$ cat src/logic/video_pkg.sv
// Video output package with raster, register map and palette definitions
package video_pkg;

    // Vector types
    typedef logic [8:0]  hcount_t;
    typedef logic [8:0]  vcount_t;
    typedef logic [3:0]  pen_t;
    typedef logic [4:0]  colour_t;
    typedef logic [1:0]  layer_id_t;
    // {layer id, colour, pen}
    typedef logic [10:0] pal_index_t;
    // {brightness, red, green, blue}
    typedef logic [15:0] pal_word_t;
    typedef logic [4:0]  reg_addr_t;
    typedef logic [15:0] cpu_data_t;
    typedef logic [7:0]  chan_t;

    // Raster geometry in pixel strobes and lines
    localparam int H_TOTAL   = 512;
    localparam int H_VISIBLE = 384;
    localparam int HS_START  = 400;
    localparam int HS_END    = 432;
    localparam int V_TOTAL   = 262;
    localparam int V_VISIBLE = 224;
    localparam int VS_START  = 234;
    localparam int VS_END    = 237;

    // Strobes from layer input to RGB
    localparam int PIPE_DLY = 3;

    localparam pen_t PEN_CLEAR = 4'd15;
    localparam int   PAL_DEPTH = 2048;

    // Register word addresses
    localparam reg_addr_t REG_LAYER_CTRL = 5'h13;
    localparam reg_addr_t REG_BACKDROP   = 5'h14;

    localparam layer_id_t LAYER_OBJ  = 2'd0;
    localparam layer_id_t LAYER_SCR1 = 2'd1;
    localparam layer_id_t LAYER_SCR2 = 2'd2;
    localparam layer_id_t LAYER_SCR3 = 2'd3;

    typedef struct packed {
        colour_t colour;
        pen_t    pen;
    } layer_pxl_t;

    // One pixel per layer, element n belongs to layer id n
    typedef struct packed {
        layer_pxl_t [3:0] pxl;
    } layer_set_t;

    typedef struct packed {
        logic hb;
        logic vb;
        logic hs;
        logic vs;
    } blank_t;

    typedef struct packed {
        pal_index_t idx;
        logic       hb;
        logic       vb;
    } mix_word_t;

    typedef struct packed {
        logic       we;
        pal_index_t addr;
        pal_word_t  data;
    } pal_wr_t;

endpackage
$ cat src/logic/layer_mixer.sv
// Layer mixer selecting the front-most enabled opaque layer as a palette index
`timescale 1ns/1ps

module layer_mixer (
    input  logic                  clk,
    input  logic                  rst,
    input  logic                  pxl_cen,
    input  video_pkg::layer_set_t layers,
    input  video_pkg::cpu_data_t  layer_ctrl,
    input  video_pkg::pal_index_t backdrop,
    input  video_pkg::blank_t     blank,
    output video_pkg::mix_word_t  mix
);
    import video_pkg::*;

    layer_id_t  slot_id [4];
    logic [3:0] slot_hit;
    pal_index_t pick;

    // Order fields, slot 0 at bits 7:6 is the back layer
    always_comb begin
        for (int i = 0; i < 4; i++) begin
            slot_id[i]  = layer_ctrl[6 + 2 * i +: 2];
            slot_hit[i] = layer_ctrl[slot_id[i]] &&
                          (layers.pxl[slot_id[i]].pen != PEN_CLEAR);
        end
    end

    // Front to back, first qualifying slot wins
    always_comb begin
        pick = backdrop;
        if (slot_hit[3]) begin
            pick = {slot_id[3], layers.pxl[slot_id[3]].colour, layers.pxl[slot_id[3]].pen};
        end else if (slot_hit[2]) begin
            pick = {slot_id[2], layers.pxl[slot_id[2]].colour, layers.pxl[slot_id[2]].pen};
        end else if (slot_hit[1]) begin
            pick = {slot_id[1], layers.pxl[slot_id[1]].colour, layers.pxl[slot_id[1]].pen};
        end else if (slot_hit[0]) begin
            pick = {slot_id[0], layers.pxl[slot_id[0]].colour, layers.pxl[slot_id[0]].pen};
        end
    end

    // Index leaves together with the blanking of the same pixel
    always_ff @(posedge clk or posedge rst) begin
        if (rst) begin
            mix <= '0;
        end else if (pxl_cen) begin
            mix.idx <= pick;
            mix.hb  <= blank.hb;
            mix.vb  <= blank.vb;
        end
    end

endmodule

$ cat config.mk
export PLATFORM = sky130hd
export DESIGN_NAME = layer_mixer
export DESIGN_NICKNAME = d
export VERILOG_FILES = /design/src/logic/video_pkg.sv /design/src/logic/layer_mixer.sv
export SDC_FILE = /design/constraint.sdc
export NUM_CORES = 1
export LEC_CHECK = 0
export ABC_CLOCK_PERIOD_IN_PS = 900
export BUFFER_PORTS_ARGS = -buffer_cell sky130_fd_sc_hd__buf_4
export CORE_MARGIN = 10
export CORE_UTILIZATION = 45
export CTS_CLUSTER_SIZE = 14
export DETAILED_ROUTE_END_ITERATION = 10
export PLACE_DENSITY = 0.76
export SLEW_MARGIN = 20
export SYNTH_ARGS = -nofsm -noshare
export SYNTH_HDL_FRONTEND = slang
export SYNTH_SLANG_ARGS = --single-unit
$ cat constraint.sdc
create_clock -name clk -period 0.9 [get_ports clk]
set_clock_uncertainty 0.05 [all_clocks]
set_input_delay 0.09 -clock clk [delete_from_list [all_inputs] [get_ports clk]]
set_output_delay 0.09 -clock clk [all_outputs]
set_load 0.03 [all_outputs]
==> flow_summary.yaml <==
clock_network:
  cts_made_buffers: 3
  clkTransAtPathRegs_ns: 0.06
  clockBufferDepth: 2
  cts_tree: "done"
  clock_latency_ns: 0.24
  cts_max_level: 1
  clockRootBuffer: "clkbuf_8"
  cts_sinks: 13
route:
  finalWirelength_um: 8665
  vias: 2525
  wire_per_inst_um: 23.67
  drcViolationCount: 0
  vias_per_cell: 6.899
  drt_iter0_markers: 303
  drtAntennaViolNets: 0
  first_pass_iters: 5
logic_synthesis:
  netlist_top_cells_area: "mux4_2 36%, dfrtp_1 16%, mux4_1 9.0%, a21oi_1 4.6%, mux2_2 2.7%"
  synth-async-reset-ratio_pct: 100.0
  synth_top_area_share_pct: 36.26
  syn-cell-area_um2: 2049
  yosysUniqueCellTypes: 41
  seq_area_frac_synth_pct: 15.87
  synth-edff-count: 0
  synth.avg_cell_area_um2: 11.78
  synth_ff_type: "dfrtp_1"
  ys_ff_latch: 13
  yosysWarnings: 0
  syn-num-nets: 244
  yosysTopAreaCell: "mux4_2"
  syn_inst: 174
place:
  place_area_um2: 3048
  dp_hpwl_um: 6030
  portBuffers: 76
  place_inst: 345
  pre_cts_slack_ns: -0.9798
  place.gp.congestion: 0.9446
sta:
  finalHoldViolations: 0
  tightest_slew_ns: 0.3466
  setup_viol: 24
  min_period_ns: 1.505
  fin_ws_ns: -0.6053
  hold_ws_ns: 0.02929
  fmax_mhz: 664.3
  fin_crit_sh_pct: 167.3
  slew_viol_final: 0
  rsz0062_at_grt: "true"
  relSlewSlack_pct: 76.81
layout:
  nets: 385
  final_common_cell: "buf_4"
  utilization_pct: 79.51
  final_cell_mix: "128 x buf_4, 35 x mux4_2, 20 x buf_6, 14 x a21oi_1, 11 x dfrtp_1"
  drive_above_1_share_pct: 72.61
  syn2layout_area_growth_pct: 70.09
  regMostFlops: "mix"
  top_regs: "mix (13)"
  antennaDiodeCount: 0
  instances_no_fill: 366
  final_area_um2: 3486
  largest_reg_flops: 13
setup_path:
  start_kind: "primary input"
  slowest_stage: "mux4_2"
  cp.required_ns: 0.97
  arrival_ns: 1.58
  r2r-start: "mix[10]$_DFFE_PP0P_"
  slowest_delay_ns: 0.51
  cp-end-kind: "flop"
  path_class: "in2reg"
  cp_max_fo: 7
  crit_chain: "buf_4 > mux4_2 > and4_4 > or3_4 > o22ai_2 > a21oi_2"
  reg2reg_slack_ns: -0.05
  cp-startpoint: "layers[27]"
power_and_ir_drop:
  power.leakage_uw: 0.001484
  power_density_nw_per_um2: 1118
  max-vdd-ir-drop_uv: 538.5
global_routing:
  grt_util_all_layers_pct: 19.86
  antenna_found_initial: 0
  grt_pass1_vias: 2486
  grt_pass1_wl_um: 12310
  overflow: 0
  grt_max_degree: 16
floorplan:
  initial_core_util_pct: 46.75
  die_w_um: 87.49
  core_um2: 4384
  die-area_um2: 7654
  io_pins: 83
  fp.dieH_um: 87.49
  rows: 24
min_path:
  hold_class: "in2reg"
  min_from: "blank[2]"
outcome:
  status: "finished with violations"
  violations: "negative setup slack"
job:
  cap_viol_max_count: 0
[layout make-up]
class / count / area, µm²
Multi-Input combinational cell: 142 / 1793
Timing Repair Buffer: 152 / 1241
Fill cell: 283 / 898.4
Sequential cell: 13 / 327.8
Tap cell: 52 / 65.06
Clock buffer: 4 / 45.04
Inverter: 3 / 13.76
[cells by family after synthesis]
kind of cell           Yosys count  share of synthesized area (%)
buffers and inverters           19                          4.579
muxes                           45                          47.99
DFF                             13                          15.87
AOI/OAI and AO/OA               55                          18.19
and+or+nand+nor                 42                          13.37
[Yosys cell counts, types with 3 or more instances]
library cell	n
nand3b_1	5
nand4_1	3
nand2_1	3
clkbuf_1	7
o311ai_1	5
inv_1	3
mux4_1	7
or3_1	3
o21ai_0	3
nand3_1	10
dfrtp_1	13
mux4_2	33
mux2_2	5
nand2b_1	3
o22ai_1	7
a21oi_1	19
a21boi_0	7
and3_1	5
buf_2	6
[timing repair]
| action | CTS | global route |
|---|---|---|
| hold buffers | 1 | 0 |
| endpoints found under the setup margin | 24 | 24 |
| endpoints found under the hold margin | 6 | 0 |
| cloned | 0 | 2 |
| gates resized for setup | 36 | 26 |
| buffers inserted | 10 | 4 |
| pin swaps | 12 | 19 |
[final timing paths]
path,to,cells past startpoint
hold reg to reg,mix[0]$_DFFE_PP0P_,1
max in group asynchronous,mix[8]$_DFFE_PP0P_,4
setup reg to reg,mix[10]$_DFFE_PP0P_,3
min in group asynchronous,mix[0]$_DFFE_PP0P_,3
setup / recovery,mix[9]$_DFFE_PP0P_,6
hold / removal,mix[0]$_DFFE_PP0P_,2
[power by group]
| group | switching (µW) | internal (µW) |
|---|---|---|
| Combinational | 1190 | 1370 |
| Sequential | 95.9 | 700 |
| Clock | 225 | 313 |
[worst max-delay path: cells and delay by family]
family                 cells  cell delay [ns]
AO/OA/AOI/OAI              2             0.20
multiplexers               1             0.51
buffers and inverters      1             0.13
AND/OR/NAND/NOR            2             0.64
[metal layers]
metal	GRT usage [%]	part of all wire [%]
met1	24.20	36
met2	34.26	49
met3	3.933	9.9
met4	5.942	5.1
met5	0	0
[stage by stage]
stage                     power (µW)  TNS (ns)
after floorplan                 1941    -8.294
after global placement          2769    -10.07
after detailed placement        2813    -10.26
after CTS                       3616    -6.330
after global routing            4057    -7.212
final                           3896    -6.701
(Power assumes the default switching activity.)
