$ cat config.mk
export PLATFORM = sky130hd
export DESIGN_NAME = video_timing
export DESIGN_NICKNAME = d
export VERILOG_FILES = /design/src/logic/video_pkg.sv /design/src/logic/video_timing.sv
export SDC_FILE = /design/constraint.sdc
export NUM_CORES = 1
export LEC_CHECK = 0
export BUFFER_PORTS_ARGS = -buffer_cell sky130_fd_sc_hd__buf_2
export CORE_MARGIN = 4
export CORE_UTILIZATION = 35
export CTS_BUF_LIST = sky130_fd_sc_hd__clkbuf_8
export DETAILED_ROUTE_END_ITERATION = 10
export GPL_TIMING_DRIVEN = 0
export PLACE_DENSITY = 0.57
export SYNTH_ARGS = -nofsm -noshare
export SYNTH_HDL_FRONTEND = slang
export SYNTH_SLANG_ARGS = --single-unit
$ cat constraint.sdc
create_clock -name clk -period 2.22 [get_ports clk]
set_clock_uncertainty 0.05 [all_clocks]
set_input_delay 0.444 -clock clk [delete_from_list [all_inputs] [get_ports clk]]
set_output_delay 0.444 -clock clk [all_outputs]
set_load 0.005 [all_outputs]
$ cat src/logic/video_pkg.sv
// Video output package with raster, register map and palette definitions
package video_pkg;

    // Vector types
    typedef logic [8:0]  hcount_t;
    typedef logic [8:0]  vcount_t;
    typedef logic [3:0]  pen_t;
    typedef logic [4:0]  colour_t;
    typedef logic [1:0]  layer_id_t;
    // {layer id, colour, pen}
    typedef logic [10:0] pal_index_t;
    // {brightness, red, green, blue}
    typedef logic [15:0] pal_word_t;
    typedef logic [4:0]  reg_addr_t;
    typedef logic [15:0] cpu_data_t;
    typedef logic [7:0]  chan_t;

    // Raster geometry in pixel strobes and lines
    localparam int H_TOTAL   = 512;
    localparam int H_VISIBLE = 384;
    localparam int HS_START  = 400;
    localparam int HS_END    = 432;
    localparam int V_TOTAL   = 262;
    localparam int V_VISIBLE = 224;
    localparam int VS_START  = 234;
    localparam int VS_END    = 237;

    // Strobes from layer input to RGB
    localparam int PIPE_DLY = 3;

    localparam pen_t PEN_CLEAR = 4'd15;
    localparam int   PAL_DEPTH = 2048;

    // Register word addresses
    localparam reg_addr_t REG_LAYER_CTRL = 5'h13;
    localparam reg_addr_t REG_BACKDROP   = 5'h14;

    localparam layer_id_t LAYER_OBJ  = 2'd0;
    localparam layer_id_t LAYER_SCR1 = 2'd1;
    localparam layer_id_t LAYER_SCR2 = 2'd2;
    localparam layer_id_t LAYER_SCR3 = 2'd3;

    typedef struct packed {
        colour_t colour;
        pen_t    pen;
    } layer_pxl_t;

    // One pixel per layer, element n belongs to layer id n
    typedef struct packed {
        layer_pxl_t [3:0] pxl;
    } layer_set_t;

    typedef struct packed {
        logic hb;
        logic vb;
        logic hs;
        logic vs;
    } blank_t;

    typedef struct packed {
        pal_index_t idx;
        logic       hb;
        logic       vb;
    } mix_word_t;

    typedef struct packed {
        logic       we;
        pal_index_t addr;
        pal_word_t  data;
    } pal_wr_t;

endpackage
$ cat src/logic/video_timing.sv
// Raster timing generator with pixel and line counters, blanking and sync
`timescale 1ns/1ps

module video_timing (
    input  logic              clk,
    input  logic              rst,
    input  logic              pxl_cen,
    output video_pkg::hcount_t hdump,
    output video_pkg::vcount_t vdump,
    output video_pkg::blank_t  blank
);
    import video_pkg::*;

    logic line_end;
    logic frame_end;

    assign line_end  = hdump == hcount_t'(H_TOTAL - 1);
    assign frame_end = vdump == vcount_t'(V_TOTAL - 1);

    // Column counter
    always_ff @(posedge clk or posedge rst) begin
        if (rst) begin
            hdump <= '0;
        end else if (pxl_cen) begin
            if (line_end) begin
                hdump <= '0;
            end else begin
                hdump <= hdump + 1'b1;
            end
        end
    end

    // Line counter moves once per line wrap
    always_ff @(posedge clk or posedge rst) begin
        if (rst) begin
            vdump <= '0;
        end else if (pxl_cen && line_end) begin
            if (frame_end) begin
                vdump <= '0;
            end else begin
                vdump <= vdump + 1'b1;
            end
        end
    end

    // Blanking and sync straight from the counts
    always_comb begin
        blank.hb = hdump >= hcount_t'(H_VISIBLE);
        blank.vb = vdump >= vcount_t'(V_VISIBLE);
        blank.hs = (hdump >= hcount_t'(HS_START)) && (hdump < hcount_t'(HS_END));
        blank.vs = (vdump >= vcount_t'(VS_START)) && (vdump < vcount_t'(VS_END));
    end

endmodule

==> reports/metrics.yaml <==
floorplan:
  initial_core_util_pct: 36.3
  die_w_microns: 61.5
  die_h_microns: 61.5
  core_region_area_sq_um: 2760
  rows: 19
  io_pins: 25
  dieArea_sq_um: 3780
critical_path:
  critPathKind: "flip-flop to flip-flop"
  crit_path_end_kind: "flip-flop"
  reg2regPathDepth: 9
  rrSetupSlack_ps: 110
  startpoint: "hdump[0]$_DFFE_PP0P_"
  path_max_fanout: 10
  cp-endpoint: "vdump[8]$_DFFE_PP0P_"
  cp-start-kind: "flip-flop"
  worstPathRequired_ps: 2300
  r2r_start: "hdump[0]$_DFFE_PP0P_"
  reg2reg_to: "vdump[8]$_DFFE_PP0P_"
  arrival_ps: 2190
sta:
  min_period_over_period_pct: 95.0
  final_max_slew_viol_count: 0
  worstMarginPinSlew_ps: 710
  fmax_ghz: 0.474
  finalHoldViolCount: 0
  post-route-min-period_ps: 2110
  tns_ps: 0
  grt_setup_unrepaired: "false"
  maxSlewHeadroom_pct: 52.6
  setup_viol: 0
synth:
  synth.avg_cell_area_sq_um: 9.64
  synth_compound_area_share_pct: 10.9
  yosys.area_share.simple_pct: 25.2
  muxShareOfSynthArea_pct: 4.24
  synth_top_family_by_area: "simple AND/OR/NAND/NOR gates"
  synthXorXnorAreaFrac_pct: 6.12
  ys_warn_count: 0
  ys_ff_latch: 18
  synth.area.top_cells: "dfrtp_1 45%, ha_1 6.2%, nand2_1 4.9%"
  syn_inst: 104
  synth_fa_ha_area_share_pct: 6.24
  synth_top_area_share_pct: 44.9
  synth_top_cell_by_area: "dfrtp_1"
  synth-seq-area-share_pct: 44.9
  syn_nets: 112
  synth_area_sq_um: 1000
  yosysUniqueCellTypes: 33
placed_design:
  gp_congestion: 0.753
  dp_hpwl_microns: 1560
  dp_cells: 159
  io_buffers: 24
finish:
  drive_above_1_share_pct: 30.6
  finalNetCount: 143
  multi_input_comb_area_sq_um: 556
  diodes: 0
  final_util_pct: 46.0
  area_growth_pct: 26.6
  n_fill_cell: 277
  instances_no_fill: 165
  seqCellArea_sq_um: 450
drt:
  drtAntennaViolNets: 0
  drc: 0
  routed_wl_microns: 2230
  vias: 864
  dr.pass1.iters: 4
  wl_per_cell_microns: 13.5
  viasPerCell: 5.24
  drt_iter0_markers: 34
hold_path:
  hp-class: "primary input to asynchronous set/reset pin"
cts:
  root_buffer: "clkbuf_8"
  clk_pin_slew_ps: 70
  clock_path_buffers: 2
  htree_levels: 1
  cts_hold_buf: 0
  cts_tree: "built"
  clock-sinks: 18
  clock_latency_ps: 260
  cts_made_buffers: 3
grt:
  grt_max_degree: 19
  groute.usage.overall_pct: 13.4
  grt-ovfl-total: 0
  antenna_found_initial: 0
  grt_pass1_wl_microns: 3740
  grt_pass1_vias: 844
job:
  max_cap_violations: 0
power:
  p_per_area_nw_per_um2: 808
  p_leak_nw: 0.610
  peakVddDrop_uv: 599
run_status:
  status: "completed"
-- sequential cells by signal (all words and copies together), names as in the netlist --
name,flops
hdump,9
vdump,9
-- per-stage QoR --
step | worst slack, ps | total power [mW] | hold WS (ps) | cell area, sq um
after floorplan | 20.1 | 0.623 | 333 | 1000
after global placement | -186 | 0.724 | 477 | 1160
after detailed placement | -193 | 0.726 | 489 | 1160
after CTS | 21.0 | 1.03 | 277 | 1250
after global routing | 5.71 | 1.10 | 300 | 1270
final | 111 | 1.03 | 239 | 1270
-- cells by family after synthesis --
logic type	Yosys count
compound gates	17
flops	18
buf+inv	6
fa+ha+maj	5
mux	4
simple gates	47
xor+xnor	7
-- final cells by class --
class                      instances  share of cell area, %
timing repair buffer              26                   10.7
inverter                           4                   1.18
clock buffer                       4                   4.34
multi-input combinational         80                   43.8
sequential                        18                   35.5
buffer                             2                   1.48
tap                               31                   3.06
-- worst min path at each step --
| stage | cells after the start | slack [ps] | to | startpoint |
|---|---|---|---|---|
| final | 2 | 240 | vdump[1]$_DFFE_PP0P_ | rst |
| after global routing | 2 | 300 | vdump[1]$_DFFE_PP0P_ | rst |
| after CTS | 2 | 280 | vdump[1]$_DFFE_PP0P_ | rst |
| after detailed placement | 1 | 490 | vdump[4]$_DFFE_PP0P_ | vdump[4]$_DFFE_PP0P_ |
| after global placement | 1 | 480 | vdump[7]$_DFFE_PP0P_ | vdump[7]$_DFFE_PP0P_ |
| after floorplan | 1 | 330 | hdump[0]$_DFFE_PP0P_ | rst |
-- critical path: stages, from the launching register on --
cell and delay, ps:
dfrtp_1 390, ha_1 230, and3_4 200, and3_1 190, and3_1 210, ha_4 190
and2_4 170, clkbuf_8 160, a41oi_2 150, a31oi_1 60
-- cells in the final DEF, fill, tap and decap left out, types with 4 or more instances in the layout --
| cell | instances |
|---|---|
| inv_1 | 4 |
| xnor2_1 | 5 |
| nand2_1 | 13 |
| o21ai_0 | 4 |
| buf_2 | 24 |
| clkbuf_8 | 5 |
| dfrtp_1 | 18 |
| nand3_1 | 4 |
| ha_1 | 4 |
| nor2_1 | 10 |
-- metal layers --
layer / GRT usage (%) / share of wire, % / up-vias / routed length, microns
li1: - / - / 430 / -
met1: 15.6 / 44 / 411 / 990
met2: 23.5 / 50 / 21 / 1110
met3: 4.40 / 5.1 / 2 / 114
met4: 3.64 / 0.76 / 0 / 17
met5: 0 / 0 / - / 0
-- timing repair --
action	in CTS	in global routing
pin swaps	0	0
endpoints found under the hold margin	0	0
buffers inserted	2	0
endpoints found under the setup margin	7	4
resized for setup	4	3
-- power breakdown --
group | total (mW) | switching, mW | internal, mW
Clock | 0.270 | 0.113 | 0.158
Combinational | 0.283 | 0.130 | 0.153
Sequential | 0.472 | 0.0806 | 0.391
Total | 1.03 | 0.323 | 0.702
-- Yosys cell counts --
library cell,count
o21ai_0,4
or2_1,1
dfrtp_1,18
a41oi_1,1
nand2b_1,1
nand3_1,4
a31oi_1,3
clkbuf_1,1
xor2_1,2
a22o_1,1
xnor2_1,5
clkbuf_2,1
nor4_1,1
nor2_1,10
nand4_1,3
mux2_2,2
nor3_1,3
o2bb2ai_1,2
or3_1,1
inv_1,4
a31o_1,1
and2_1,2
ha_1,5
or4b_4,1
mux2i_1,2
a21oi_1,3
nand2_1,13
and3_1,4
nor4_4,1
nand3b_1,1
and3_2,1
o22ai_1,1
o21ai_1,1
(Power assumes the default switching activity.)
