`config.mk`:
```
export PLATFORM = sky130hd
export DESIGN_NAME = video_out
export DESIGN_NICKNAME = d
export VERILOG_FILES = /design/src/logic/video_pkg.sv /design/src/logic/video_out.sv
export SDC_FILE = /design/constraint.sdc
export NUM_CORES = 1
export LEC_CHECK = 0
export BUFFER_PORTS_ARGS = -buffer_cell sky130_fd_sc_hd__buf_2
export CAP_MARGIN = 20
export CORE_ASPECT_RATIO = 0.6
export CORE_MARGIN = 2
export CORE_UTILIZATION = 35
export CTS_CLUSTER_SIZE = 24
export DETAILED_ROUTE_END_ITERATION = 8
export PLACE_DENSITY = 0.54
export SLEW_MARGIN = 25
export SYNTH_ARGS = -nofsm -noshare
export SYNTH_HDL_FRONTEND = slang
export SYNTH_SLANG_ARGS = --single-unit
```
`constraint.sdc`:
```
create_clock -name clk -period 1.6 [get_ports clk]
set_clock_uncertainty 0.1 [all_clocks]
set_input_delay 0.08 -clock clk [delete_from_list [all_inputs] [get_ports clk]]
set_output_delay 0.08 -clock clk [all_outputs]
set_load 0.01 [all_outputs]
```
`src/logic/video_pkg.sv`:
```
// Video output package with raster, register map and palette definitions
package video_pkg;

    // Vector types
    typedef logic [8:0]  hcount_t;
    typedef logic [8:0]  vcount_t;
    typedef logic [3:0]  pen_t;
    typedef logic [4:0]  colour_t;
    typedef logic [1:0]  layer_id_t;
    // {layer id, colour, pen}
    typedef logic [10:0] pal_index_t;
    // {brightness, red, green, blue}
    typedef logic [15:0] pal_word_t;
    typedef logic [4:0]  reg_addr_t;
    typedef logic [15:0] cpu_data_t;
    typedef logic [7:0]  chan_t;

    // Raster geometry in pixel strobes and lines
    localparam int H_TOTAL   = 512;
    localparam int H_VISIBLE = 384;
    localparam int HS_START  = 400;
    localparam int HS_END    = 432;
    localparam int V_TOTAL   = 262;
    localparam int V_VISIBLE = 224;
    localparam int VS_START  = 234;
    localparam int VS_END    = 237;

    // Strobes from layer input to RGB
    localparam int PIPE_DLY = 3;

    localparam pen_t PEN_CLEAR = 4'd15;
    localparam int   PAL_DEPTH = 2048;

    // Register word addresses
    localparam reg_addr_t REG_LAYER_CTRL = 5'h13;
    localparam reg_addr_t REG_BACKDROP   = 5'h14;

    localparam layer_id_t LAYER_OBJ  = 2'd0;
    localparam layer_id_t LAYER_SCR1 = 2'd1;
    localparam layer_id_t LAYER_SCR2 = 2'd2;
    localparam layer_id_t LAYER_SCR3 = 2'd3;

    typedef struct packed {
        colour_t colour;
        pen_t    pen;
    } layer_pxl_t;

    // One pixel per layer, element n belongs to layer id n
    typedef struct packed {
        layer_pxl_t [3:0] pxl;
    } layer_set_t;

    typedef struct packed {
        logic hb;
        logic vb;
        logic hs;
        logic vs;
    } blank_t;

    typedef struct packed {
        pal_index_t idx;
        logic       hb;
        logic       vb;
    } mix_word_t;

    typedef struct packed {
        logic       we;
        pal_index_t addr;
        pal_word_t  data;
    } pal_wr_t;

endpackage
```
`src/logic/video_out.sv`:
```
// Colour output stage scaling palette words to 8-bit RGB with blank forcing
`timescale 1ns/1ps

module video_out (
    input  logic                 clk,
    input  logic                 rst,
    input  logic                 pxl_cen,
    input  video_pkg::pal_word_t colour,
    input  logic                 hb,
    input  logic                 vb,
    output video_pkg::chan_t     red,
    output video_pkg::chan_t     green,
    output video_pkg::chan_t     blue,
    output logic                 lhbl_dly,
    output logic                 lvbl_dly
);
    import video_pkg::*;

    logic blanked;

    // c * 17 * (bright + 1) / 16, full white gives 255
    function automatic chan_t scale(input logic [3:0] c, input logic [3:0] bright);
        logic [11:0] prod;
        prod = 12'(c) * 12'd17 * (12'(bright) + 12'd1);
        return prod[11:4];
    endfunction

    assign blanked = hb || vb;

    always_ff @(posedge clk or posedge rst) begin
        if (rst) begin
            red      <= '0;
            green    <= '0;
            blue     <= '0;
            lhbl_dly <= 1'b0;
            lvbl_dly <= 1'b0;
        end else if (pxl_cen) begin
            if (blanked) begin
                red   <= '0;
                green <= '0;
                blue  <= '0;
            end else begin
                red   <= scale(colour[11:8], colour[15:12]);
                green <= scale(colour[7:4],  colour[15:12]);
                blue  <= scale(colour[3:0],  colour[15:12]);
            end
            // Active-low blanking, aligned with the RGB above
            lhbl_dly <= ~hb;
            lvbl_dly <= ~vb;
        end
    end

endmodule

```
==> summary.md <==
| Metric | Value |
|---|---|
| Seq/Total Area, Yosys | `0.164` |
| Longest Clk Path Bufs | `2` |
| CP Class | `in -> reg` |
| Final Cycle Share | `2.25` |
| CTS tree | `yes` |
| Startpoint types | `input port` |
| Layout Utilization | `0.532` |
| Leakage | `3.15 nW` |
| Die Wd | `142 um` |
| Crit Reg-Reg Startpoint | `blue[4]` |
| Worst slew margin | `0.667` |
| Initial Util | `0.355` |
| Worst-path clk slew | `0.07 ns` |
| Post-synthesis average cell area | `8.88 um^2` |
| Sink Count | `26` |
| Post-synth design cell area | `3980 um^2` |
| Post-layout min period | `3.60 ns` |
| R2R Setup Slk | `0.55 ns` |
| Top Family by Delay on Critical Path | `adder cells` |
| Worst-Skew Late Latency | `0.27 ns` |
| CTS Root Cell | `clkbuf_16` |
| Vias in the first global route | `3815` |
| Slew Limit Fails | `0` |
| FFs w/ async S/R, synth | `1.00` |
| Worst-Margin Slew | `0.498 ns` |
| Worst IR drop on VDD | `357 uV` |
| Worst Reg-to-Reg Cells | `1` |
| Overall power | `5.42 mW` |
| FMAX | `278 MHz` |
| Most Crowded Layer GR | `met1` |
| RR Endpoint | `blue[4]` |
| PwrDens | `910 nW/um^2` |
| Core Region | `11200 um^2` |
| DP Worst Slack | `-2.53 ns` |
| CP Buf/Inv Count | `4` |
| Main synth FF type | `dfrtp_1` |
| Crit-path max FO | `8` |
| Count of cell types in the netlist | `50` |
| H-tree depth | `1` |
| Die Span Y | `86.6 um` |
| Nets@finish | `730` |
| Diodes inserted | `0` |
| Gr usage total | `0.203` |
| Failing checks | `setup timing` |
| First-pass GRT wire length | `19.3 mm` |
| Layout cells sized above 1 | `0.420` |
| Status | `finished, violations left` |
| IO buf count | `46` |
| Post-synth EDFFs | `0` |
| Final setup margin | `-2.00 ns` |
| Initial antenna violation count | `0` |
| Most used cell, CP | `fa_1` |
| Syn nets | `566` |
| Routing usage on met1 | `0.312` |
| DR vias/cell | `4.83` |
| M2 GR Usage | `0.304` |
| Crit path depth | `16` |
| Critical-path top delay cell | `fa_1` |
| Cell Chain, Critical Path | `buf_12 -> ha_4 -> xor2_4 -> buf_6 -> and2_4 -> inv_1 -> fa_1 -> fa_1 -> fa_1 -> inv_1 -> ha_4 -> a21o_1 -> a31o_4 -> nand3_1 -> a31o_1 -> a32o_1` |
| Worst hold slack | `0.0318 ns` |
| Met3 Track Usage GR | `0.0398` |
| Final Hold Fails | `0` |
| Cells after synthesis | `448` |
| Total congestion overflow | `0` |
| Critical Path Max Stage Delay | `0.55 ns` |
| CP Data Arrival Time | `3.66 ns` |
| DRT antenna net count | `0` |
| Unrepaired setup endpoints after global routing | `true` |
| Worst Setup SP | `colour[12]` |
| CTS Buf Count | `3` |
| P&R area growth vs syn | `49.7%` |
| DRT iter0 DRCs | `181` |
| Final Setup Violations | `24` |
| Router iterations before antenna repair | `4` |
| RePlAce Congestion | `0.873` |
| Yosys reg bits | `26` |
| Max-Cap Viols | `0` |
| Min-Delay Path Class | `in -> reg` |
| Warnings, synthesis | `0` |
| DP Wirelength | `9.20 mm` |
| Crit path to | `green[7]` |
| # IOs | `47` |
| Vias | `3641` |
| CP endpoint kind | `flop` |
| DIE AREA | `12300 um^2` |
| Largest net degree at the start of global routing | `27` |
| Row cnt | `30` |
| DRT Wirelength | `11.6 mm` |
| Drt drc | `0` |
| WL/cell | `15.4 um` |
| Critical Path RT | `1.66 ns` |
state kept, by name (all words and copies together) (netlist names):
register / count
blue: 8
lhbl_dly: 1
red: 8
green: 8
lvbl_dly: 1
timing repair:
item,4_1_cts,5_1_grt
endpoints found under the hold margin,29,0
cloned,1,0
endpoints found under the setup margin,24,24
pin swaps,68,54
hold buffers,3,0
resized for setup,53,28
buffers inserted,11,8
synth_stat cells (all sizes together) (7+ instances only):
cell / count / area, um^2
a21o: 9 / 67.6
nand3: 9 / 45.0
nor2: 14 / 52.6
clkbuf: 7 / 26.3
o21ai: 7 / 35.0
and2: 15 / 96.3
dfrtp: 26 / 651
xor2: 8 / 70.1
xnor2: 15 / 131
inv: 102 / 383
a22o: 16 / 140
ha: 55 / 688
nand4: 8 / 50.1
nand2: 52 / 195
fa: 42 / 841
a21oi: 16 / 80.1
cell usage in the layout, fill, tap and decap left out, drive strengths merged, types with 2 or more instances in the layout:
cell	count
nand4	8
dfrtp	26
a31o	4
nor4	2
ha	55
o221a	2
fa	42
a41oi	2
o221ai	2
o21bai	3
inv	102
dlygate4sd3	3
o21ai	7
xnor2	15
and2	15
nand3	9
nand2	52
clkbuf	3
buf	165
o22ai	2
nand2b	2
a21oi	16
nand4b	2
a221o	2
and3	3
nor3	2
a21o	9
xor2	8
nor2	14
a22o	16
a32o	4
layout make-up:
type / count / area (um^2)
Inverter: 102 / 383
Fill cell: 1020 / 5230
Clock buffer: 3 / 75.1
Timing Repair Buffer: 168 / 1230
Tap cell: 144 / 180
Multi-Input combinational cell: 311 / 3430
Sequential cell: 26 / 651
power by group:
part | internal (mW) | switching [mW]
combinational | 2.01 | 1.97
clock | 0.333 | 0.258
sequential | 0.771 | 0.0789
per-stage QoR:
| stage | TNS (ns) | instance area (um^2) | cells |
|---|---|---|---|
| floorplan | -44.91 | 4170 | 448 |
| global placement | -54.53 | 5300 | 730 |
| detailed placement | -55.46 | 5300 | 730 |
| CTS | -43.16 | 5780 | 747 |
| global route | -47.10 | 5950 | 754 |
| finish | -44.01 | 5950 | 754 |
how the worst min path moves through the flow:
stage          cells past startpoint  start  slack, ns  endpoint
2_1_floorplan                      1    rst       0.02   blue[0]
3_3_place_gp                       3    rst       0.07  lhbl_dly
3_5_place_dp                       3    rst       0.07  green[6]
4_1_cts                            3     vb       0.03  lvbl_dly
5_1_grt                            3     vb       0.07  lvbl_dly
6_report                           3     vb       0.03  lvbl_dly
layer usage:
metal,wire (um),vias to the layer above
met5,0,-
met4,33,0
met3,776,2
met2,4860,81
met1,5950,1752
li1,-,1806
cells by family (layout without fill, tap and decap cells):
logic type | count (synthesis) | count (layout) | share of synthesized area
and+or+nand+nor | 113 | 114 | 0.138
adders and majority gates | 97 | 97 | 0.385
AOI/OAI and AO/OA | 76 | 76 | 0.150
DFF | 26 | 26 | 0.164
buffers and inverters | 112 | 273 | 0.107
xor gates and xnor gates | 24 | 24 | 0.0563
Power figures use the tool's default switching activity.
