### src/logic/video_pkg.sv
// Video output package with raster, register map and palette definitions
package video_pkg;

    // Vector types
    typedef logic [8:0]  hcount_t;
    typedef logic [8:0]  vcount_t;
    typedef logic [3:0]  pen_t;
    typedef logic [4:0]  colour_t;
    typedef logic [1:0]  layer_id_t;
    // {layer id, colour, pen}
    typedef logic [10:0] pal_index_t;
    // {brightness, red, green, blue}
    typedef logic [15:0] pal_word_t;
    typedef logic [4:0]  reg_addr_t;
    typedef logic [15:0] cpu_data_t;
    typedef logic [7:0]  chan_t;

    // Raster geometry in pixel strobes and lines
    localparam int H_TOTAL   = 512;
    localparam int H_VISIBLE = 384;
    localparam int HS_START  = 400;
    localparam int HS_END    = 432;
    localparam int V_TOTAL   = 262;
    localparam int V_VISIBLE = 224;
    localparam int VS_START  = 234;
    localparam int VS_END    = 237;

    // Strobes from layer input to RGB
    localparam int PIPE_DLY = 3;

    localparam pen_t PEN_CLEAR = 4'd15;
    localparam int   PAL_DEPTH = 2048;

    // Register word addresses
    localparam reg_addr_t REG_LAYER_CTRL = 5'h13;
    localparam reg_addr_t REG_BACKDROP   = 5'h14;

    localparam layer_id_t LAYER_OBJ  = 2'd0;
    localparam layer_id_t LAYER_SCR1 = 2'd1;
    localparam layer_id_t LAYER_SCR2 = 2'd2;
    localparam layer_id_t LAYER_SCR3 = 2'd3;

    typedef struct packed {
        colour_t colour;
        pen_t    pen;
    } layer_pxl_t;

    // One pixel per layer, element n belongs to layer id n
    typedef struct packed {
        layer_pxl_t [3:0] pxl;
    } layer_set_t;

    typedef struct packed {
        logic hb;
        logic vb;
        logic hs;
        logic vs;
    } blank_t;

    typedef struct packed {
        pal_index_t idx;
        logic       hb;
        logic       vb;
    } mix_word_t;

    typedef struct packed {
        logic       we;
        pal_index_t addr;
        pal_word_t  data;
    } pal_wr_t;

endpackage
### src/logic/video_regs.sv
// CPU register bank holding layer control and backdrop with byte-lane writes
`timescale 1ns/1ps

module video_regs (
    input  logic                   clk,
    input  logic                   rst,
    input  logic                   cs,
    input  video_pkg::reg_addr_t   addr,
    input  logic [1:0]             dsn,
    input  video_pkg::cpu_data_t   din,
    output video_pkg::cpu_data_t   dout,
    output video_pkg::cpu_data_t   layer_ctrl,
    output video_pkg::pal_index_t  backdrop
);
    import video_pkg::*;

    cpu_data_t backdrop_reg;
    logic      wr_en;

    // dsn is active low, bit 1 for the upper byte
    function automatic cpu_data_t byte_merge(
        input cpu_data_t  old_val,
        input cpu_data_t  new_val,
        input logic [1:0] lanes
    );
        cpu_data_t res;
        res = old_val;
        if (!lanes[1]) begin
            res[15:8] = new_val[15:8];
        end
        if (!lanes[0]) begin
            res[7:0] = new_val[7:0];
        end
        return res;
    endfunction

    assign wr_en = cs && (dsn != 2'b11);

    always_ff @(posedge clk or posedge rst) begin
        if (rst) begin
            layer_ctrl   <= '0;
            backdrop_reg <= '0;
        end else if (wr_en) begin
            case (addr)
                REG_LAYER_CTRL: layer_ctrl   <= byte_merge(layer_ctrl, din, dsn);
                REG_BACKDROP:   backdrop_reg <= byte_merge(backdrop_reg, din, dsn);
                default: ;
            endcase
        end
    end

    // Only the low bits form a palette index
    assign backdrop = backdrop_reg[10:0];

    // Readback, unmapped words read as zero
    always_comb begin
        case (addr)
            REG_LAYER_CTRL: dout = layer_ctrl;
            REG_BACKDROP:   dout = backdrop_reg;
            default:        dout = '0;
        endcase
    end

endmodule

### config.mk
export PLATFORM = sky130hd
export DESIGN_NAME = video_regs
export DESIGN_NICKNAME = d
export VERILOG_FILES = /design/src/logic/video_pkg.sv /design/src/logic/video_regs.sv
export SDC_FILE = /design/constraint.sdc
export NUM_CORES = 1
export LEC_CHECK = 0
export ABC_AREA = 1
export BUFFER_PORTS_ARGS = -buffer_cell sky130_fd_sc_hd__buf_2
export CELL_PAD_IN_SITES_DETAIL_PLACEMENT = 2
export CELL_PAD_IN_SITES_GLOBAL_PLACEMENT = 2
export CORE_MARGIN = 2
export CORE_UTILIZATION = 27
export CTS_BUF_LIST = sky130_fd_sc_hd__clkbuf_4 sky130_fd_sc_hd__clkbuf_8 sky130_fd_sc_hd__clkbuf_16
export CTS_CLUSTER_DIAMETER = 150
export CTS_CLUSTER_SIZE = 8
export DETAILED_ROUTE_END_ITERATION = 6
export GPL_TIMING_DRIVEN = 0
export HOLD_SLACK_MARGIN = 0.12
export PLACE_DENSITY_LB_ADDON = 0.1
export SETUP_SLACK_MARGIN = 0.2
export SLEW_MARGIN = 10
export SYNTH_ARGS = -nofsm -noshare
export SYNTH_HDL_FRONTEND = slang
export SYNTH_SLANG_ARGS = --single-unit
### constraint.sdc
create_clock -name clk -period 1.1 [get_ports clk]
set_clock_uncertainty 0.15 [all_clocks]
set_input_delay 0.11 -clock clk [delete_from_list [all_inputs] [get_ports clk]]
set_output_delay 0.11 -clock clk [all_outputs]
set_load 0.05 [all_outputs]
==> run metrics, run 1 <==
row count=29; Log Error=[ERROR DPL-0033] detailed placement checks failed during check placement.; library cells used by synthesis=14; antenna violations before repair=0; Clock Path Buffers=2; CTS buffer count=5; Synthesized Nets=239; Die Y=85.5 microns; synthesized area=1790 sq um; I/O pins=69; Synth Warn #=0; worst endpoint after global-route timing repair=dout[7]; PortBufs=68; Post-Place Cell Area=2580 sq um; die width=85.5 microns; post-DP HPWL=4300 microns; sequential-to-total area share from yosys stat=44.6%; WEP type=top-level output; Yosys reg bits=32; synthesized instance count=213; Stopped at=5_1_grt; CTS Sinks=32; pre-CTS setup slack=-466 ps; Starting Density=28.1%; area leader, netlist=dfrtp_1; largest net degree at the start of global routing=33; Synth area leaders=dfrtp_1 (45%), nand2_1 (23%), nand3_2 (8.9%); routability congestion estimate=0.735; Root Buffer=clkbuf_8; status=did not finish; # H-tree levels=2; Synth top area share=44.6%; syn avg cell area=8.42 sq um
-- per-stage QoR --
stage	TNS (ps)	util, %	instances
floorplan	0	-	213
global placement	-10600	40.4	358
detailed placement	-11430	40.4	358
CTS	-6130	62.3	418
-- logic make-up after synthesis --
logic type,count (synthesis),share of synthesized area [%]
flip-flops,32,44.6
AND/OR/NAND/NOR,157,45.1
buffers and inverters,24,10.3
-- cells in the mapped netlist --
master,number
nand2_2,4
nand2_4,3
dfrtp_1,32
nor2_8,4
buf_8,1
nand2_1,112
inv_1,3
buf_6,2
buf_4,13
nand3_2,16
inv_2,2
nand3_1,18
buf_2,2
buf_12,1
-- repair_timing --
| action | in CTS |
|---|---|
| hold endpoints to repair | 64 |
| hold buffers | 16 |
| buffers inserted | 32 |
| resized for setup | 209 |
| gates cloned | 4 |
| pin swaps | 24 |
| endpoints found under the setup margin | 70 |
==> run 2, diff against run 1 <==
==> config.mk (replaced) <==
export PLATFORM = sky130hd
export DESIGN_NAME = video_regs
export DESIGN_NICKNAME = d
export VERILOG_FILES = /design/src/logic/video_pkg.sv /design/src/logic/video_regs.sv
export SDC_FILE = /design/constraint.sdc
export NUM_CORES = 1
export LEC_CHECK = 0
export ABC_AREA = 1
export BUFFER_PORTS_ARGS = -buffer_cell sky130_fd_sc_hd__buf_2
export CORE_MARGIN = 2
export CORE_UTILIZATION = 35
export DETAILED_ROUTE_END_ITERATION = 6
export GPL_TIMING_DRIVEN = 0
export PLACE_DENSITY_LB_ADDON = 0.15
export SLEW_MARGIN = 10
export SYNTH_ARGS = -nofsm -noshare
export SYNTH_HDL_FRONTEND = slang
export SYNTH_SLANG_ARGS = --single-unit
==> run metrics, run 2 <==
status=finished with violations; failing checks=hold timing, setup timing; Yosys reg bits=32 (unchanged); number of global-route vias before repair=1,708; die area=5720 sq um; area leader, netlist=dfrtp_1; post-DP HPWL=3220 microns (-25%); Arr. time, crit path=1020 ps; synthesized area=1790 sq um (unchanged); WL/cell=14.3 microns; Slew Limit Headroom=52.1%; most common cell in the netlist=nand2_1; core region area=5040 sq um; sequential-to-total area share from yosys stat=44.6% (unchanged); Post-synth EDFFs=0 (unchanged); HP Class=in2async; PortBufs=68 (unchanged); Final setup viols=43; CTS Sinks=32 (unchanged); post-route minimum period=1280 ps; largest net degree at the start of global routing=33; hold slack=-223 ps; detailed-router iteration count before antenna repair=4; Clock Path Buffers=2 (unchanged); antenna violations before repair=0; most common cell after layout, fill and taps aside=nand2_1; Synth top area share=44.6% (unchanged); Synthesized Nets=239 (unchanged); Total Power=3.92 mW; pwr/cell area=1130 nW/um^2; via/cell ratio=4.60; Synth Warn #=0 (unchanged); worst slew pin tran=718 ps; syn avg cell area=8.42 sq um (unchanged); first-pass GRT wire length=8310 microns; Synth area leaders=dfrtp_1 (45%), nand2_1 (23%), nand3_2 (8.9%); routability congestion estimate=0.712 (-3.0%); antenna diode count=0; Post-CTS Hold Buffers=16 (unchanged); Die Y=75.6 microns (-12%); total routed wirelength=5560 microns; remaining routing DRC violations=0; CTS tree=yes; row count=26 (-10%); Critical Path End Type=output port; Req. time, crit path=840 ps; grt ovf=0; commonest cells after routing, fill and taps aside=nand2_1 (65), nand2_4 (33), buf_8 (32), buf_6 (32), buf_2 (21); unrepaired setup endpoints after global routing=yes; crit path max fanout=6; Lkg Pwr=1.91 nW; Starting DRT DRC Count=112; Clock transition at path regs=70 ps; max cap viols=0; CP startpoint kind=input port; Starting Density=35.6% (+7.5 points); Slew Viols, Final=0; Root Buffer=clkbuf_8; CTS buffer count=5 (unchanged); I/O pins=69 (unchanged); die width=75.6 microns (-12%); Nets=344; top cells by count, synth=nand2_1 (112), dfrtp_1 (32), nand3_1 (18); synthesized instance count=213 (unchanged); Peak VDD IR=0.550 mV; # H-tree levels=2 (unchanged); GRT Total Usage=19.9%; layout cell share with drive strength beyond 1=64.3%; count of final hold-check violations=32; ANT nets after route=0; CP Class=in2out; top_reg_cell synth=dfrtp_1; fmax=779 MHz; Post-synth ARST share=100% (unchanged); library cells used by synthesis=14 (unchanged); fin crit share=117%; post-layout util=68.8%; setup ws final=-183 ps; clk_lat worst skew=280 ps; Area Growth Syn to Fin=93.4%; overall via count from detail_route=1,791
run 2: stage by stage:
step	hold slack [ps]	cell area (sq um)	setup slack [ps]	TNS (ps)	std cells
detailed placement	116	2370	-404	-9110	351
CTS	-195	3250	-172	-4940	384
finish	-223	3470	-183	-4860	389
floorplan	75.1	1950	-11.1	-174	213
global route	-155	3470	-217	-6140	389
global placement	213	2370	-485	-22520	351
run 2: where the power goes:
| part | leakage, nW | total (mW) | internal, mW | switching (mW) |
|---|---|---|---|---|
| clock | 0.0552 | 1.13 | 0.672 | 0.456 |
| sequential | 0.404 | 1.48 | 1.32 | 0.161 |
| combinational | 1.45 | 1.31 | 0.570 | 0.744 |
| total | 1.91 | 3.92 | 2.56 | 1.36 |
run 2: repair_timing:
item                                   in CTS  in global routing
cloned                                      1                  2
endpoints found under the hold margin      64                 32
setup endpoints to repair                  43                 43
pin swaps                                  20                 15
gates resized for setup                   156                 44
setup buffers                               8                  3
run 2: cell families after synthesis:
| kind of cell | share of synthesized area (%) |
|---|---|
| buf+inv | 10.3 |
| flops | 44.6 |
| simple gates | 45.1 |
run 2: worst max-delay path: stages:
cell       delay (ps)
buf_8             100
inv_4              50
nand3_4            80
nor2_8            220
clkbuf_16         200
nand2_2            70
nand2_4            60
buf_8             140
run 2: final timing paths:
check / to / depth (start not counted) / startpoint / slack, ps
setup / recovery: dout[4] / 8 / addr[2] / -180
max in group asynchronous: layer_ctrl[3] / 2 / rst / 500
setup reg to reg: layer_ctrl[2] / 3 / layer_ctrl[2] / 150
hold / removal: layer_ctrl[9] / 2 / rst / -220
min in group clk: backdrop_reg[10] / 4 / dsn[1] / 60
hold reg to reg: backdrop_reg[12] / 2 / backdrop_reg[12] / 350
run 2: per-layer routing:
metal | share of wire, % | track usage [%] | wire [microns] | up-vias
met5 | 0 | 0 | 0 | -
met4 | 2.0 | 6.63 | 114 | 0
met3 | 5.3 | 5.03 | 296 | 13
met2 | 54 | 31.7 | 2980 | 62
met1 | 39 | 26.6 | 2170 | 845
li1 | - | - | - | 871
run 2: final cells by class:
cell class | instances | area, sq um
Buffer | 19 | 251
Clock buffer | 6 | 72.6
Clock inverter | 2 | 35.0
Fill cell | 394 | 1570
Inverter | 5 | 26.3
Multi-Input combinational cell | 157 | 1110
Sequential cell | 32 | 823
Tap cell | 70 | 87.6
Timing Repair Buffer | 98 | 1070
(Power assumes the default switching activity.)
==> run 3, diff against run 2 <==
--- a/config.mk
+++ b/config.mk
@@ -9,6 +9,7 @@
 export BUFFER_PORTS_ARGS = -buffer_cell sky130_fd_sc_hd__buf_2
 export CORE_MARGIN = 2
 export CORE_UTILIZATION = 35
+export CTS_BUF_LIST = sky130_fd_sc_hd__clkbuf_16
 export DETAILED_ROUTE_END_ITERATION = 6
 export GPL_TIMING_DRIVEN = 0
 export PLACE_DENSITY_LB_ADDON = 0.15
==> run metrics, run 3 (same netlist as run 2, synthesis figures left out) <==
failing checks=hold timing, setup timing; number of global-route vias before repair=1,692 (-0.94%); layout cell share with drive strength beyond 1=65.0% (+0.75 points); RR Endpoint=layer_ctrl[1]; die width=75.6 microns (unchanged); fill cell count=375 (-4.8%); clk_lat worst skew=270 ps (about the same); HP Class=in2async; first-pass GRT wire length=8210 microns (-1.2%); antenna violations before repair=0 (unchanged); Slew Limit Headroom=53.2% (+1.1 points); crit path max fanout=5 (-1); Arr. time, crit path=1020 ps (about the same); GRT Total Usage=19.5% (-0.40 points); Root Buffer=clkbuf_16; max incr delay on CP=160 ps (-60 ps); WL/cell=14.2 microns (-0.91%); cells along the critical path=buf_8 > inv_4 > nand3_4 > nor2_8 > buf_6 > clkbuf_16 > nand2_2 > nand2_4 > buf_8; antenna diode count=0 (unchanged); Slew Viols, Final=0 (unchanged); Post-Route M1 WL=2260 microns (+4.2%); CTS tree=yes; largest net degree at the start of global routing=33 (unchanged); # H-tree levels=2 (unchanged); die area=5720 sq um (unchanged); overall via count from detail_route=1,836 (+2.5%); Worst path slowest cell=nor2_8; Worst R2R Setup Slack=140 ps (about the same); PortBufs=68 (unchanged); row count=26 (unchanged); Critical Path End Type=output port; total routed wirelength=5570 microns (+0.11%); count of final hold-check violations=32 (unchanged); fmax=780 MHz (about the same); post-DP HPWL=3220 microns (unchanged); Starting DRT DRC Count=109 (-2.7%); Peak VDD IR=0.599 mV (+9.0%); Starting Density=35.6% (unchanged); ANT nets after route=0 (unchanged); CP Class=in2out; commonest cells after routing, fill and taps aside=nand2_1 (64), nand2_4 (41), buf_6 (35), buf_8 (30), buf_2 (21); hold slack=-202 ps (+20.7 ps); CTS Sinks=32 (unchanged); Final setup viols=43 (unchanged); post-route minimum period=1280 ps (-1.25 ps); unrepaired setup endpoints after global routing=yes; Seq pwr share=34.6% (-3.2 points); routability congestion estimate=0.712 (unchanged); most common cell after layout, fill and taps aside=nand2_1; Worst R2R Path Depth=3 (unchanged); status=finished with violations; worst slew pin tran=701 ps (-16.6 ps); I/O pins=69 (unchanged); grt ovf=0 (unchanged); via/cell ratio=4.67 (+1.5%); detailed-router iteration count before antenna repair=4 (unchanged); core region area=5040 sq um (unchanged); most used cell, CP=buf_8; max cap viols=0 (unchanged); reg2reg start=layer_ctrl[1]; pwr/cell area=1220 nW/um^2 (+7.9%); met3 WL=259 microns (-13%); CTS buffer count=5 (unchanged); max layer used=met4; Nets=348 (+1.2%); Multi-input gate area=1130 sq um (+2.6%); Clock transition at path regs=50 ps (-20 ps); CP startpoint kind=input port; Req. time, crit path=840 ps (about the same); combinational share of power=29.7% (-3.8 points); Lkg Pwr=2.05 nW (+7.5%); Clock Path Buffers=2 (unchanged); TNS Setup=-4480 ps (+382 ps); Post-CTS Hold Buffers=16 (unchanged); fin crit share=117% (about the same); Switching Fraction=32.5% (-2.2 points); remaining routing DRC violations=0 (unchanged); Area Growth Syn to Fin=98.2%; Die Y=75.6 microns (unchanged); met2 WL=2990 microns (+0.34%); Sw Pwr=1.41 mW (+3.6%); pre-CTS setup slack=-404 ps (unchanged); setup ws final=-182 ps (+1.25 ps); Clock power frac=35.8% (+7.1 points); sequential cell area=823 sq um (unchanged); P_int=2.93 mW (+14%)
## run 3: cell count changes in the layout (fill, tap and decap cells not counted), moves of 2 or more
cell | previous run | this run
buf_8 | 32 | 30
clkbuf_8 | 5 | 0
nand2_2 | 20 | 14
buf_6 | 32 | 35
clkbuf_16 | 2 | 7
inv_4 | 3 | 1
buf_4 | 10 | 14
nand2_4 | 33 | 41
inv_2 | 2 | 4
## run 3: layer usage
metal  track usage (%)  vias up
met5                 0        -
met1              26.2      889
met2              31.0       61
met4              6.04        0
li1                  -      879
met3              5.16        7
## run 3: worst max-delay path by stage
stage                 start             to  slack, ps  depth (start not counted)
floorplan           addr[0]        dout[0]        -10                          6
global placement        rst  layer_ctrl[3]       -480                          2
detailed placement  addr[2]        dout[6]       -400                          8
CTS                 addr[2]       dout[10]       -160                          8
global route        addr[2]       dout[15]       -210                          9
finish              addr[2]       dout[14]       -180                          9
## run 3: final cells by class
class | instances | area share [%]
Buffer | 19 | 7.07
Clock buffer | 5 | 3.52
Clock inverter | 3 | 1.09
Inverter | 5 | 0.598
Multi-Input combinational cell | 157 | 31.9
Sequential cell | 32 | 23.2
Tap cell | 70 | 2.46
Timing Repair Buffer | 102 | 30.2
## run 3: power groups by stage
stage	clock [mW]	combinational [mW]	sequential [mW]
after CTS	1.57	1.21	1.45
after detailed placement	0	0.931	1.44
final	1.55	1.29	1.50
after global placement	0	0.922	1.44
after floorplan	0	0.469	1.66
after global routing	1.63	1.36	1.52
## run 3: through the flow
step | power [mW] | cells | cell area (sq um) | hold WS, ps | util, %
3_3_place_gp | 2.36 | 351 | 2370 | 213 | 47.1
2_1_floorplan | 2.12 | 213 | 1950 | 75.1 | -
6_report | 4.34 | 393 | 3560 | -202 | 70.5
4_1_cts | 4.23 | 383 | 3250 | -178 | 64.5
3_5_place_dp | 2.37 | 351 | 2370 | 116 | 47.1
5_1_grt | 4.51 | 393 | 3560 | -134 | 70.5
## run 3: what timing repair did
action                     CTS  global route
hold endpoints to repair    64            32
resized for setup          142            64
pin swaps                    8            15
cloned                       1             1
buffers inserted             7             9
setup endpoints to repair   43            43
## run 3: worst max-delay path: cells and delay by family
| kind | cells | cell delay, ps |
|---|---|---|
| buf+inv | 5 | 540 |
| simple gates | 4 | 360 |
==> run 4, diff against run 3 <==
--- a/config.mk
+++ b/config.mk
@@ -6,13 +6,14 @@
 export NUM_CORES = 1
 export LEC_CHECK = 0
 export ABC_AREA = 1
-export BUFFER_PORTS_ARGS = -buffer_cell sky130_fd_sc_hd__buf_2
+export BUFFER_PORTS_ARGS = -buffer_cell sky130_fd_sc_hd__buf_4
 export CORE_MARGIN = 2
 export CORE_UTILIZATION = 35
 export CTS_BUF_LIST = sky130_fd_sc_hd__clkbuf_16
 export DETAILED_ROUTE_END_ITERATION = 6
 export GPL_TIMING_DRIVEN = 0
 export PLACE_DENSITY_LB_ADDON = 0.15
+export RECOVER_POWER = 100
 export SLEW_MARGIN = 10
 export SYNTH_ARGS = -nofsm -noshare
 export SYNTH_HDL_FRONTEND = slang
==> run metrics, run 4 (same netlist as run 2, synthesis figures left out) <==
most common cell after layout, fill and taps aside=nand2_1; detailed-router iteration count before antenna repair=4 (unchanged); Placed Cells=351 (unchanged); first-pass GRT wire length=8150 microns (-0.77%); fmax=783 MHz (+0.40%); routability congestion estimate=0.709 (-0.45%); Worst path slowest cell=nor2_8; Final setup viols=43 (unchanged); CP startpoint kind=input port; Peak VDD IR=0.559 mV (-6.8%); pwr/cell area=1140 nW/um^2 (-6.6%); Area Growth Syn to Fin=101%; clk_lat worst skew=280 ps (about the same); Clock power frac=31.6% (-4.2 points); worst slew pin tran=721 ps (+20.1 ps); Critical Path End Type=output port; remaining routing DRC violations=0 (unchanged); post-route minimum period=1280 ps (-5.06 ps); Final Non-Filler Cells=394 (+0.25%); CTS buffer count=5 (unchanged); unrepaired setup endpoints after global routing=yes; combinational share of power=32.2% (+2.5 points); Seq pwr share=36.3% (+1.7 points); ANT nets after route=0 (unchanged); P_int=2.73 mW (-7.0%); status=finished with violations; # H-tree levels=2 (unchanged); grt ovf=0 (unchanged); WL/cell=13.7 microns (-3.5%); Post-Place Cell Area=2540 sq um (+7.2%); Switching Fraction=33.8% (+1.3 points); commonest cells after routing, fill and taps aside=nand2_1 (64), nand2_4 (36), buf_4 (35), buf_8 (32), buf_6 (31); total routed wirelength=5390 microns (-3.3%); HP Class=in2async; hold slack=-216 ps (-13.3 ps); Lkg Pwr=2.01 nW (-2.0%); Req. time, crit path=840 ps (about the same); number of global-route vias before repair=1,659 (-2.0%); Slew Limit Headroom=51.8% (-1.4 points); CTS Sinks=32 (unchanged); failing checks=hold timing, setup timing; max incr delay on CP=150 ps (about the same); Slew Viols, Final=0 (unchanged); Starting Density=35.6% (unchanged); Post-CTS Hold Buffers=16 (unchanged); largest net degree at the start of global routing=33 (unchanged); post-DP HPWL=3160 microns (-1.7%); via/cell ratio=4.56 (-2.3%); layout cell share with drive strength beyond 1=64.2% (-0.82 points); Sw Pwr=1.39 mW (-1.4%); setup ws final=-177 ps (+5.06 ps); crit path max fanout=7 (+2); die width=75.6 microns (unchanged); Clock transition at path regs=50 ps (about the same); CTS tree=yes; Root Buffer=clkbuf_16; antenna violations before repair=0 (unchanged); antenna diode count=0 (unchanged); count of final hold-check violations=32 (unchanged); row count=26 (unchanged); core region area=5040 sq um (unchanged); PortBufs=68 (unchanged); Arr. time, crit path=1020 ps (about the same); die area=5720 sq um (unchanged); Die Y=75.6 microns (unchanged); post-route cell area=3610 sq um (+1.5%); GRT Total Usage=19.3% (-0.22 points); cells along the critical path=buf_8 > inv_4 > nand3_4 > nor2_8 > buf_12 > buf_12 > nand2_4 > nand2_4 > buf_8; I/O pins=69 (unchanged); CP Class=in2out; fin crit share=116% (-0.46 points); Clock Path Buffers=2 (unchanged); max cap viols=0 (unchanged); Starting DRT DRC Count=80 (-27%); Nets=349 (+0.29%); overall via count from detail_route=1,798 (-2.1%)
==> run 4: changes by cell type in the layout (fill, tap and decap cells not counted), sizes merged <==
cell / previous run / this run
bufinv: 1 / 0
clkbuf: 7 / 8
clkinvlp: 0 / 1
==> run 4: stage by stage <==
step                      TNS [ps]  setup WS [ps]  hold slack (ps)  util (%)  power (mW)
final                        -4350           -177             -216      71.6        4.12
after global routing         -5530           -216             -150      71.6        4.27
after CTS                    -4170           -165             -181      68.4        4.06
after detailed placement    -21290           -467              206      50.5        2.47
after global placement      -20490           -456              202      50.5        2.46
after floorplan               -174          -11.1             75.1         -        2.12
==> run 4: worst paths after layout <==
path	from	end	slack, ps	cells past startpoint
setup / recovery	addr[0]	dout[6]	-180	9
hold / removal	rst	backdrop_reg[11]	-220	2
setup reg to reg	backdrop_reg[10]	backdrop_reg[10]	150	3
hold reg to reg	backdrop_reg[12]	backdrop_reg[12]	360	2
max in group asynchronous	rst	layer_ctrl[5]	570	2
min in group clk	dsn[1]	backdrop_reg[13]	30	4
==> run 4: layout make-up <==
cell class                      count  area (sq um)
Buffer                             19           251
Multi-Input combinational cell    157          1120
Fill cell                         373          1430
Inverter                            5          32.5
Clock inverter                      3          12.5
Clock buffer                        5           125
Sequential cell                    32           822
Timing Repair Buffer              103          1150
Tap cell                           70          87.6
==> run 4: worst max-delay path: cells and delay by family <==
| family | cells | cell delay (ps) |
|---|---|---|
| buffers and inverters | 5 | 550 |
| and+or+nand+nor | 4 | 340 |
==> run 4: power by group through the flow <==
stage / clock (mW) / combinational [mW] / sequential, mW
finish: 1.30 / 1.32 / 1.49
global route: 1.36 / 1.40 / 1.51
CTS: 1.31 / 1.28 / 1.47
detailed placement: 0 / 1.03 / 1.44
global placement: 0 / 1.02 / 1.44
floorplan: 0 / 0.469 / 1.66
==> run 4: repair_timing <==
| action | in CTS | in global routing |
|---|---|---|
| gates cloned | 1 | 2 |
| endpoints found under the hold margin | 64 | 32 |
| setup buffers | 12 | 5 |
| gates resized for setup | 125 | 32 |
| endpoints found under the setup margin | 75 | 43 |
| pin swaps | 9 | 7 |
==> run 4: per-layer routing <==
layer | share of wire, % | wire length, microns | global-route usage, % | up-vias
li1 | - | - | - | 879
met3 | 4.2 | 228 | 4.50 | 6
met2 | 52 | 2800 | 30.2 | 54
met5 | 0 | 0 | 0 | -
met1 | 43 | 2310 | 27.4 | 859
met4 | 0.91 | 49 | 4.09 | 0
